`config.mk`:
```
export PLATFORM = sky130hd
export DESIGN_NAME = roach_sys_top
export DESIGN_NICKNAME = d
export VERILOG_FILES = /design/src/common/roach_pkg.sv /design/src/common/reg_bus_if.sv /design/src/infrastructure/roach_infrastructure.sv /design/src/hdl/epb_port.sv /design/src/hdl/aux_clk_counter.sv /design/src/hdl/reg_arbiter.sv /design/src/hdl/sys_regfile.sv /design/src/hdl/roach_sys_top.sv
export SDC_FILE = /design/constraint.sdc
export NUM_CORES = 1
export LEC_CHECK = 0
export BUFFER_PORTS_ARGS = -buffer_cell sky130_fd_sc_hd__buf_2
export CORE_MARGIN = 5
export CORE_UTILIZATION = 40
export DETAILED_ROUTE_END_ITERATION = 8
export HOLD_SLACK_MARGIN = 0.08
export PLACE_DENSITY = 0.6
export SETUP_SLACK_MARGIN = 0.2
export SLEW_MARGIN = 20
export SYNTH_ARGS = -nofsm -noshare
export SYNTH_HDL_FRONTEND = slang
export SYNTH_HIERARCHICAL = 1
export SYNTH_SLANG_ARGS = --single-unit
```
`constraint.sdc`:
```
create_clock -name sys_clk -period 4.24 [get_ports sys_clk]
set_clock_uncertainty 0.15 [all_clocks]
set_input_delay 0.212 -clock sys_clk [delete_from_list [all_inputs] [get_ports sys_clk]]
set_output_delay 0.212 -clock sys_clk [all_outputs]
set_load 0.05 [all_outputs]
```
`src/common/roach_pkg.sv`:
```
package roach_pkg;

  // Register bus geometry
  localparam int ADDR_W = 2;
  localparam int DATA_W = 32;

  // Register map
  localparam logic [ADDR_W-1:0] REG_BOARD_ID  = 2'd0;
  localparam logic [ADDR_W-1:0] REG_SCRATCH   = 2'd1;
  localparam logic [ADDR_W-1:0] REG_STATUS    = 2'd2; // Bit 0 lock, bit 1 idelay ready
  localparam logic [ADDR_W-1:0] REG_AUX_COUNT = 2'd3;

  // Read-only board identification
  localparam logic [DATA_W-1:0] BOARD_ID = 32'h0A0C_0001;

  // Stand-in for the MMCM lock time
  localparam int LOCK_CYCLES = 16;

  // Stand-in for IDELAYCTRL calibration
  localparam int IDELAY_CYCLES = 8;

  // Aux activity measurement
  localparam int GATE_CYCLES = 64; // Length of one counting gate
  localparam int COUNT_W     = 16; // Saturating count width

endpackage

```
`src/common/reg_bus_if.sv`:
```
interface reg_bus_if;

  logic                         req;   // Held until done is seen
  logic                         we;
  logic [roach_pkg::ADDR_W-1:0] addr;
  logic [roach_pkg::DATA_W-1:0] wdata;
  logic [roach_pkg::DATA_W-1:0] rdata; // Valid with done
  logic                         done;  // One-cycle completion pulse

  modport master (
    output req,
    output we,
    output addr,
    output wdata,
    input  rdata,
    input  done
  );

  modport slave (
    input  req,
    input  we,
    input  addr,
    input  wdata,
    output rdata,
    output done
  );

endinterface

```
`src/infrastructure/roach_infrastructure.sv`:
```
module roach_infrastructure (
  input  logic sys_clk,
  input  logic reset,
  input  logic idelay_rst,
  output logic sys_clk_lock,
  output logic op_power_on_rst,
  output logic idelay_rdy
);

  logic [$clog2(roach_pkg::LOCK_CYCLES+1)-1:0]   lock_cnt;
  logic [$clog2(roach_pkg::IDELAY_CYCLES+1)-1:0] dly_cnt;

  // MMCM lock model that holds once locked
  always_ff @(posedge sys_clk) begin
    if (reset) begin
      lock_cnt     <= '0;
      sys_clk_lock <= 1'b0;
    end else if (!sys_clk_lock) begin
      if (lock_cnt == roach_pkg::LOCK_CYCLES) begin
        sys_clk_lock <= 1'b1;
      end else begin
        lock_cnt <= lock_cnt + 1'b1;
      end
    end
  end

  // Board logic stays in reset until the clock is stable
  assign op_power_on_rst = ~sys_clk_lock;

  // IDELAYCTRL calibration model
  always_ff @(posedge sys_clk) begin
    if (reset || idelay_rst) begin
      dly_cnt    <= '0;
      idelay_rdy <= 1'b0;
    end else if (sys_clk_lock && !idelay_rdy) begin
      if (dly_cnt == roach_pkg::IDELAY_CYCLES) begin
        idelay_rdy <= 1'b1;
      end else begin
        dly_cnt <= dly_cnt + 1'b1; // Calibrating
      end
    end
  end

endmodule

```
`src/hdl/epb_port.sv`:
```
module epb_port (
  input  logic                         sys_clk,
  input  logic                         reset,
  input  logic                         epb_stb,
  input  logic                         epb_we,
  input  logic [roach_pkg::ADDR_W-1:0] epb_addr,
  input  logic [roach_pkg::DATA_W-1:0] epb_wdata,
  output logic                         epb_ack,
  output logic [roach_pkg::DATA_W-1:0] epb_rdata,
  reg_bus_if.master                    bus
);

  logic                         pend_we;
  logic [roach_pkg::ADDR_W-1:0] pend_addr;
  logic [roach_pkg::DATA_W-1:0] pend_wdata;

  // Request doubles as the busy flag
  always_ff @(posedge sys_clk) begin
    if (reset) begin
      bus.req <= 1'b0;
      epb_ack <= 1'b0;
    end else begin
      epb_ack <= 1'b0;
      if (!bus.req && epb_stb) begin
        bus.req <= 1'b1; // Host transaction pending
      end else if (bus.req && bus.done) begin
        bus.req <= 1'b0;
        epb_ack <= 1'b1;
      end
    end
  end

  // Transaction fields captured with the strobe
  always_ff @(posedge sys_clk) begin
    if (!bus.req && epb_stb) begin
      pend_we    <= epb_we;
      pend_addr  <= epb_addr;
      pend_wdata <= epb_wdata;
    end
    if (bus.req && bus.done) begin
      epb_rdata <= bus.rdata; // Shown to host with the ack
    end
  end

  assign bus.we    = pend_we;
  assign bus.addr  = pend_addr;
  assign bus.wdata = pend_wdata;

endmodule

```
`src/hdl/aux_clk_counter.sv`:
```
module aux_clk_counter (
  input  logic      sys_clk,
  input  logic      reset,
  input  logic      aux_tick,
  reg_bus_if.master bus
);

  logic [$clog2(roach_pkg::GATE_CYCLES)-1:0] gate_cnt;
  logic [roach_pkg::COUNT_W-1:0]             run_cnt;
  logic [roach_pkg::COUNT_W-1:0]             run_next;
  logic [roach_pkg::COUNT_W-1:0]             pend_cnt;
  logic                                      pend_vld;
  logic [roach_pkg::COUNT_W-1:0]             post_cnt;
  logic                                      gate_end;

  assign gate_end = (gate_cnt == roach_pkg::GATE_CYCLES - 1);
  // Saturate rather than wrap
  assign run_next = (aux_tick && run_cnt != '1) ? run_cnt + 1'b1 : run_cnt;

  always_ff @(posedge sys_clk) begin
    if (reset) begin
      gate_cnt <= '0;
      run_cnt  <= '0;
      pend_vld <= 1'b0;
      bus.req  <= 1'b0;
    end else begin
      gate_cnt <= gate_end ? '0 : gate_cnt + 1'b1;
      run_cnt  <= gate_end ? '0 : run_next; // Tick in the last cycle still counts
      if (bus.req && bus.done) begin
        bus.req <= 1'b0;
      end else if (!bus.req && pend_vld) begin
        bus.req  <= 1'b1;
        pend_vld <= 1'b0;
      end
      if (gate_end) begin
        pend_vld <= 1'b1; // Newest result wins
      end
    end
  end

  // Count words
  always_ff @(posedge sys_clk) begin
    if (gate_end) pend_cnt <= run_next;
    if (!bus.req && pend_vld) post_cnt <= pend_cnt; // Frozen while on the bus
  end

  assign bus.we    = 1'b1;
  assign bus.addr  = roach_pkg::REG_AUX_COUNT;
  assign bus.wdata = {{(roach_pkg::DATA_W-roach_pkg::COUNT_W){1'b0}}, post_cnt};

endmodule

```
`src/hdl/reg_arbiter.sv`:
```
module reg_arbiter (
  input  logic      sys_clk,
  input  logic      reset,
  reg_bus_if.slave  epb,
  reg_bus_if.slave  cnt,
  reg_bus_if.master mem
);

  logic busy;    // Bus owned until done
  logic gnt_epb; // High when the EPB port owns the bus

  always_ff @(posedge sys_clk) begin
    if (reset) begin
      busy    <= 1'b0;
      gnt_epb <= 1'b0;
    end else if (!busy) begin
      // Host wins each idle decision
      if (epb.req) begin
        busy    <= 1'b1;
        gnt_epb <= 1'b1;
      end else if (cnt.req) begin
        busy    <= 1'b1;
        gnt_epb <= 1'b0;
      end
    end else if (mem.done) begin
      busy <= 1'b0; // Requests rechecked next cycle
    end
  end

  // Forward the owner onto the shared bus
  always_comb begin
    if (gnt_epb) begin
      mem.req   = busy & epb.req;
      mem.we    = epb.we;
      mem.addr  = epb.addr;
      mem.wdata = epb.wdata;
    end else begin
      mem.req   = busy & cnt.req;
      mem.we    = cnt.we;
      mem.addr  = cnt.addr;
      mem.wdata = cnt.wdata;
    end
  end

  // Completion goes back to the owner only
  assign epb.done  = mem.done & busy & gnt_epb;
  assign cnt.done  = mem.done & busy & ~gnt_epb;
  assign epb.rdata = gnt_epb ? mem.rdata : '0;
  assign cnt.rdata = gnt_epb ? '0 : mem.rdata;

endmodule

```
`src/hdl/sys_regfile.sv`:
```
module sys_regfile (
  input  logic     sys_clk,
  input  logic     reset,
  input  logic     sys_clk_lock,
  input  logic     idelay_rdy,
  reg_bus_if.slave bus
);

  logic [roach_pkg::DATA_W-1:0] scratch;
  logic [roach_pkg::DATA_W-1:0] aux_count;
  logic [roach_pkg::DATA_W-1:0] rd_word;
  logic                         take; // New request this cycle

  // Req is still high during the done cycle
  assign take = bus.req & ~bus.done;

  always_comb begin
    case (bus.addr)
      roach_pkg::REG_BOARD_ID: rd_word = roach_pkg::BOARD_ID;
      roach_pkg::REG_SCRATCH:  rd_word = scratch;
      roach_pkg::REG_STATUS:
        rd_word = {{(roach_pkg::DATA_W-2){1'b0}}, idelay_rdy, sys_clk_lock};
      default:                 rd_word = aux_count;
    endcase
  end

  always_ff @(posedge sys_clk) begin
    if (reset) begin
      bus.done  <= 1'b0;
      scratch   <= '0;
      aux_count <= '0;
    end else begin
      bus.done <= take;
      if (take && bus.we) begin
        // ID and status are read-only
        case (bus.addr)
          roach_pkg::REG_SCRATCH:   scratch   <= bus.wdata;
          roach_pkg::REG_AUX_COUNT: aux_count <= bus.wdata;
          default: ;
        endcase
      end
    end
  end

  // Registered read data
  always_ff @(posedge sys_clk) begin
    if (take) begin
      bus.rdata <= rd_word;
    end
  end

endmodule

```
`src/hdl/roach_sys_top.sv`:
```
module roach_sys_top (
  input  logic                         sys_clk,
  input  logic                         reset,
  input  logic                         idelay_rst,
  input  logic                         aux_tick,
  input  logic                         epb_stb,
  input  logic                         epb_we,
  input  logic [roach_pkg::ADDR_W-1:0] epb_addr,
  input  logic [roach_pkg::DATA_W-1:0] epb_wdata,
  output logic                         sys_clk_lock,
  output logic                         op_power_on_rst,
  output logic                         idelay_rdy,
  output logic                         epb_ack,
  output logic [roach_pkg::DATA_W-1:0] epb_rdata
);

  logic blk_rst; // Held until the clock locks

  reg_bus_if epb_bus ();
  reg_bus_if cnt_bus ();
  reg_bus_if reg_bus ();

  assign blk_rst = reset | op_power_on_rst;

  roach_infrastructure u_infra (
    .sys_clk         (sys_clk),
    .reset           (reset),
    .idelay_rst      (idelay_rst),
    .sys_clk_lock    (sys_clk_lock),
    .op_power_on_rst (op_power_on_rst),
    .idelay_rdy      (idelay_rdy)
  );

  epb_port u_epb (
    .sys_clk   (sys_clk),
    .reset     (blk_rst),
    .epb_stb   (epb_stb),
    .epb_we    (epb_we),
    .epb_addr  (epb_addr),
    .epb_wdata (epb_wdata),
    .epb_ack   (epb_ack),
    .epb_rdata (epb_rdata),
    .bus       (epb_bus.master)
  );

  aux_clk_counter u_aux_cnt (
    .sys_clk  (sys_clk),
    .reset    (blk_rst),
    .aux_tick (aux_tick),
    .bus      (cnt_bus.master)
  );

  reg_arbiter u_arb (
    .sys_clk (sys_clk),
    .reset   (blk_rst),
    .epb     (epb_bus.slave),
    .cnt     (cnt_bus.slave),
    .mem     (reg_bus.master)
  );

  sys_regfile u_regs (
    .sys_clk      (sys_clk),
    .reset        (blk_rst),
    .sys_clk_lock (sys_clk_lock),
    .idelay_rdy   (idelay_rdy),
    .bus          (reg_bus.slave)
  );

endmodule

```
# Word level (Yosys, flattened, before mapping)
# Index checks and enable logic that the tools add are counted.
# word_totals
ff_bits	235
input_bits	40
out_inout_bits	36
word_cells	92
# classes
addsub	4
eq_ne	8
muxes	20
bitwise_logic	13
reduce_logical	25
# op_table
op	n
32-bit case mux with 3 select lines	1
32-bit 2-to-1 mux	1
16-bit by 1-bit adder with 16-bit output (second input constant)	1
1-bit 2-to-1 mux	16
16-bit 2-to-1 mux	1
16-bit inequality test (second input constant)	1
2-bit AND reduction	7
1-bit logical AND	7
6-bit by 1-bit adder with 6-bit output (second input constant)	1
1-bit bitwise AND	6
6-bit equality test (second input constant)	1
1-bit inverter	6
2-bit nonzero test	3
2-bit OR reduction	3
5-bit by 1-bit adder with 5-bit output (second input constant)	1
5-bit equality test (second input constant)	1
4-bit by 1-bit adder with 4-bit output (second input constant)	1
2-bit equality test (second input constant)	2
4-bit equality test (second input constant)	1
1-bit logical NOT	3
2-bit by 1-bit equality test with 1-bit output (second input constant)	1
2-bit logical NOT	1
2-bit 2-to-1 mux	1
2-bit by 1-bit inequality test with 1-bit output (second input constant)	1
2 further kinds	2

# Logic depth before layout (Yosys ltp)
# depth
ltp_word	5
mapped_depth	8

# Modules after synthesis
# Netlist, hierarchy kept.
# modules_own_cells
mod	n_inst	cells_per_inst	area_each_um2
sys_regfile	1	360	4251.6
aux_clk_counter	1	197	2317.2
epb_port	1	74	2097.0
reg_arbiter	1	123	975.9
roach_infrastructure	1	60	548.0
roach_sys_top	1	1	6.3

# Worst setup path after synthesis
# OpenSTA, ideal clock, no wires.
# synth_timing
kind	reg-to-reg
from	register u_arb.gnt_epb
to	register u_regs/scratch[21] (netlist name)
arrival_ps	2919
setup_slack_ps	1045
path_stages_with_launch	8
synth_period_minus_slack_ps	3195
path_cell_list	dfxtp_1 > buf_2 > mux2i_1 > nor2b_1 > nor2b_1 > nand3_1 > buf_2 > mux2i_1
# synth_between
elab_chain_cells	4
word_cells_on_any_way	8
# synth_rtl
element	line	source
start, declared	reg_arbiter.sv:10	logic gnt_epb;
start signal, assigned	reg_arbiter.sv:15	gnt_epb <= 1'b0;
start signal, assigned	reg_arbiter.sv:20	gnt_epb <= 1'b1;
start signal, assigned	reg_arbiter.sv:23	gnt_epb <= 1'b0;
1-bit 2-to-1 mux	reg_arbiter.sv:32	if (gnt_epb) begin
net reg_bus.req	reg_bus_if.sv:3	logic req;
1-bit bitwise AND	sys_regfile.sv:15	assign take = bus.req & ~bus.done;
net u_regs.take	sys_regfile.sv:12	logic take;
1-bit logical AND	sys_regfile.sv:34	if (take && bus.we) begin
2-bit AND reduction (no line)	n/a	
end signal, assigned	sys_regfile.sv:37	roach_pkg::REG_SCRATCH: scratch <= bus.wdata;
end, declared	sys_regfile.sv:9	logic [roach_pkg::DATA_W-1:0] scratch;
# The timed path passes the listed nets, and every way through them passes these cells.
# A chain may end at the register's enable or synchronous reset.

# Worst setup path after layout
# layout_timing
from	register u_arb.gnt_epb
to	register u_regs/aux_count[7] (netlist name)
# layout_between
word_cells_on_any_way	8
# layout_rtl
element	line	source
2-bit 2-to-1 mux	reg_arbiter.sv:32	
net reg_bus.addr (one bit)	reg_bus_if.sv:5	logic [roach_pkg::ADDR_W-1:0] addr;
2-bit equality test	sys_regfile.sv:36	case (bus.addr)
2-bit AND reduction (no line)	n/a	
end signal, assigned	sys_regfile.sv:38	roach_pkg::REG_AUX_COUNT: aux_count <= bus.wdata;
end, declared	sys_regfile.sv:10	logic [roach_pkg::DATA_W-1:0] aux_count;
# The timed path passes the listed nets, and every way through them passes these cells.

==> metrics.md <==
| Metric | Value |
|---|---|
| Outcome | completed |
| Root buf cell | sky130_fd_sc_hd__clkbuf_16 |
| Endpoint of the worst-slack reg-to-reg timing path | u_regs/aux_count[7]$_SDFFE_PP0P_ |
| Number of inserted diodes | 0 |
| Global-route wire length before repair | 29300 um |
| Starting density of the core | 0.4082 |
| Total wirelength of the detailed-routed design | 17750 um |
| Synthesis Warnings | 6 |
| Total of endpoints with negative setup slack in the final report | 0 |
| GRT Resource Usage Total | 0.1257 |
| Data arrival time of the critical path | 3.27 ns |
| Worst Hold Path EP | u_epb/bus.wdata[23]$_DFFE_PP_ |
| Max stage delay cell, worst path | sky130_fd_sc_hd__mux2_2 |
| Area of the core region | 0.02446 sq mm |
| Cell area after synthesis | 0.009986 sq mm |
| Clock Pin Slew Worst Setup and Hold Paths | 0.06 ns |
| Routed len/inst | 14.42 um |
| Number of clock sinks seen by CTS | 235 |
| Htree depth | 1 |
| Vias post-DR | 5687 |
| Number of antenna violations at the first check in global routing | 0 |
| Worst reg2reg path startpoint | u_arb/gnt_epb$_SDFFE_PP0P_ |
| CTS tree | yes |
| Number of cells on the worst hold path | 2 |
| Row cnt | 57 |
| Met3 wire length | 793 um |
| Startpoint-to-endpoint class of the critical path | reg2reg |
| Maximum clock insertion buffer count | 3 |
| Max Cap Viol | 0 |
| Hold Vio Cnt, Final | 0 |
| Setup total negative slack | 0 ns |
| Overflow left after global routing | 0 |
| Number of vias per cell | 4.620 |
| Post-detailed-placement half-perimeter wirelength | 11490 um |
| Series of cell instances along the critical path | mux2_2 -> nand2_4 -> or2_1 -> buf_4 -> mux2i_1 |
| Pwr per Cell Area | 399.3 mW/mm^2 |
| Synthesized instance count | 781 |
| Highest fanout seen on the critical path | 36 |
| Data required, critical path | 4.53 ns |
| Commonest non-fill, non-tap cell in the layout | sky130_fd_sc_hd__edfxtp_1 |
| Cells on worst reg2reg path | 5 |
| Syn Area/Cell | 12.79 sq um |
| Crit path launch type | flop |
| Iteration count of the initial detailed-routing pass | 6 |
| Floorplan die width | 168 um |
| Post-DRT Antenna Nets | 0 |
| Reported leakage power | 0.004351 uW |
| Crit share post-route | 0.7032 |
| Clock latency on the worst-skew pair | 0.51 ns |
| Rel. slew slack | 0.3033 |
| Final #Nets | 934 |
| Most used cells in the layout excluding fill and tap cells | sky130_fd_sc_hd__edfxtp_1, sky130_fd_sc_hd__dfxtp_1, sky130_fd_sc_hd__nand2b_1, sky130_fd_sc_hd__mux2i_1, sky130_fd_sc_hd__buf_2 |
| Peak VDD IR | 0.2052 mV |
| Area growth syn-to-layout | 17.58% |
| Violation count after the first detailed-routing iteration | 296 |
| Finished Core Util | 0.4800 |
| Delay of the slowest cell on the worst path | 0.77 ns |
| Max Fclk | 335.4 MHz |
| # resized after CTS | 0 |
| Max-slew violation count | 0 |
| Via count of the first global-routing pass | 5586 |
| Largest net degree at the start of global routing | 58 |
| Number of remaining DRC errors | 0 |
| Internal reg-to-reg setup slack | 1.26 ns |
| Transition time at the pin with the least slew margin | 1.045 ns |
| Minimum clock period after layout | 2.982 ns |
| Final estimated routing congestion in global placement | 0.7614 |
| Die Span Y | 168 um |
| Port buffer count | 75 |
| Worst hold slack across all endpoints | 0.2565 ns |
| Met2 wirelength from detailed routing | 7768 um |
| Critical path capture point type | flop |
| I/O Pins | 76 |
| Area enclosed by the die boundary | 0.02822 sq mm |
| Post-layout total power | 4688 uW |
| Highest metal layer used by the detailed router | met4 |
| Setup repair after global routing missed its margin | false |
| Routed met1 length | 8916 um |
| Startpoint of the tightest hold check path | epb_wdata[23] |
| Hold Path Class | in2reg |
| Number of buffers added by the clock tree synthesis step | 25 |
| Fraction of layout instances using a drive strength above 1 | 0.1996 |
==> worst max-delay path by stage <==
stage | startpoint | to | slack (ns) | cells after the start
after floorplan | u_arb/gnt_epb$_SDFFE_PP0P_ | u_regs/scratch[21]$_SDFFE_PP0P_ | 1.06 | 7
after global placement | u_arb/gnt_epb$_SDFFE_PP0P_ | u_regs/aux_count[6]$_SDFFE_PP0P_ | 1.22 | 5
after detailed placement | u_arb/gnt_epb$_SDFFE_PP0P_ | u_regs/aux_count[7]$_SDFFE_PP0P_ | 1.17 | 5
after CTS | u_arb/gnt_epb$_SDFFE_PP0P_ | u_regs/aux_count[7]$_SDFFE_PP0P_ | 1.15 | 5
after global routing | u_arb/gnt_epb$_SDFFE_PP0P_ | u_regs/aux_count[3]$_SDFFE_PP0P_ | 0.99 | 5
final | u_arb/gnt_epb$_SDFFE_PP0P_ | u_regs/aux_count[7]$_SDFFE_PP0P_ | 1.26 | 5
==> power breakdown <==
part	internal [uW]	switching, uW	total, uW	leakage (uW)
sequential	2410	7.45	2420	0.00200
clock	1310	846	2160	0.000409
combinational	61.6	49.2	111	0.00194
==> registers in the layout (all words and copies together), names as in the netlist, 4 cells and up <==
register	cells
u_aux_cnt/gate_cnt	6
u_aux_cnt/pend_cnt	16
u_aux_cnt/post_cnt	16
u_aux_cnt/run_cnt	16
u_epb/bus.wdata	32
u_epb/epb_rdata	32
u_infra/dly_cnt	4
u_infra/lock_cnt	5
u_regs/aux_count	32
u_regs/bus.rdata	32
u_regs/scratch	32
==> routing by layer <==
metal  vias up  track usage
met5         -            0
met2       100       0.1910
met3        21      0.02415
met1      2640       0.1848
li1       2926            -
met4         0      0.03423
==> final cells by class <==
cell class              count  area [sq um]
fillers                  2172         12720
flip-flops and latches    235          6017
multi-input cells         496          3636
repair buffers            120         810.8
clock buffers              36         726.9
well taps                 324         405.4
clock inverters            10         107.6
inverters                  10         37.54
==> critical path: cells and delay by family, from the launching register on <==
kind | cells | cell delay [ns]
muxes | 2 | 0.97
and+or+nand+nor | 2 | 0.76
DFF | 1 | 0.66
buffers and inverters | 1 | 0.35
==> stage by stage <==
step | std cells | worst slack, ns | cell area, sq um
finish | 1231 | 1.258 | 11740
global route | 1231 | 0.9923 | 11740
CTS | 1231 | 1.152 | 11740
floorplan | 798 | 1.060 | 10050
global placement | 1146 | 1.221 | 10520
detailed placement | 1146 | 1.174 | 10520
==> timing repair <==
item,4_1_cts,5_1_grt
setup buffers,0,0
hold buffers,39,0
endpoints found under the hold margin,52,0
Note: power is estimated with default switching activity, not from simulation.
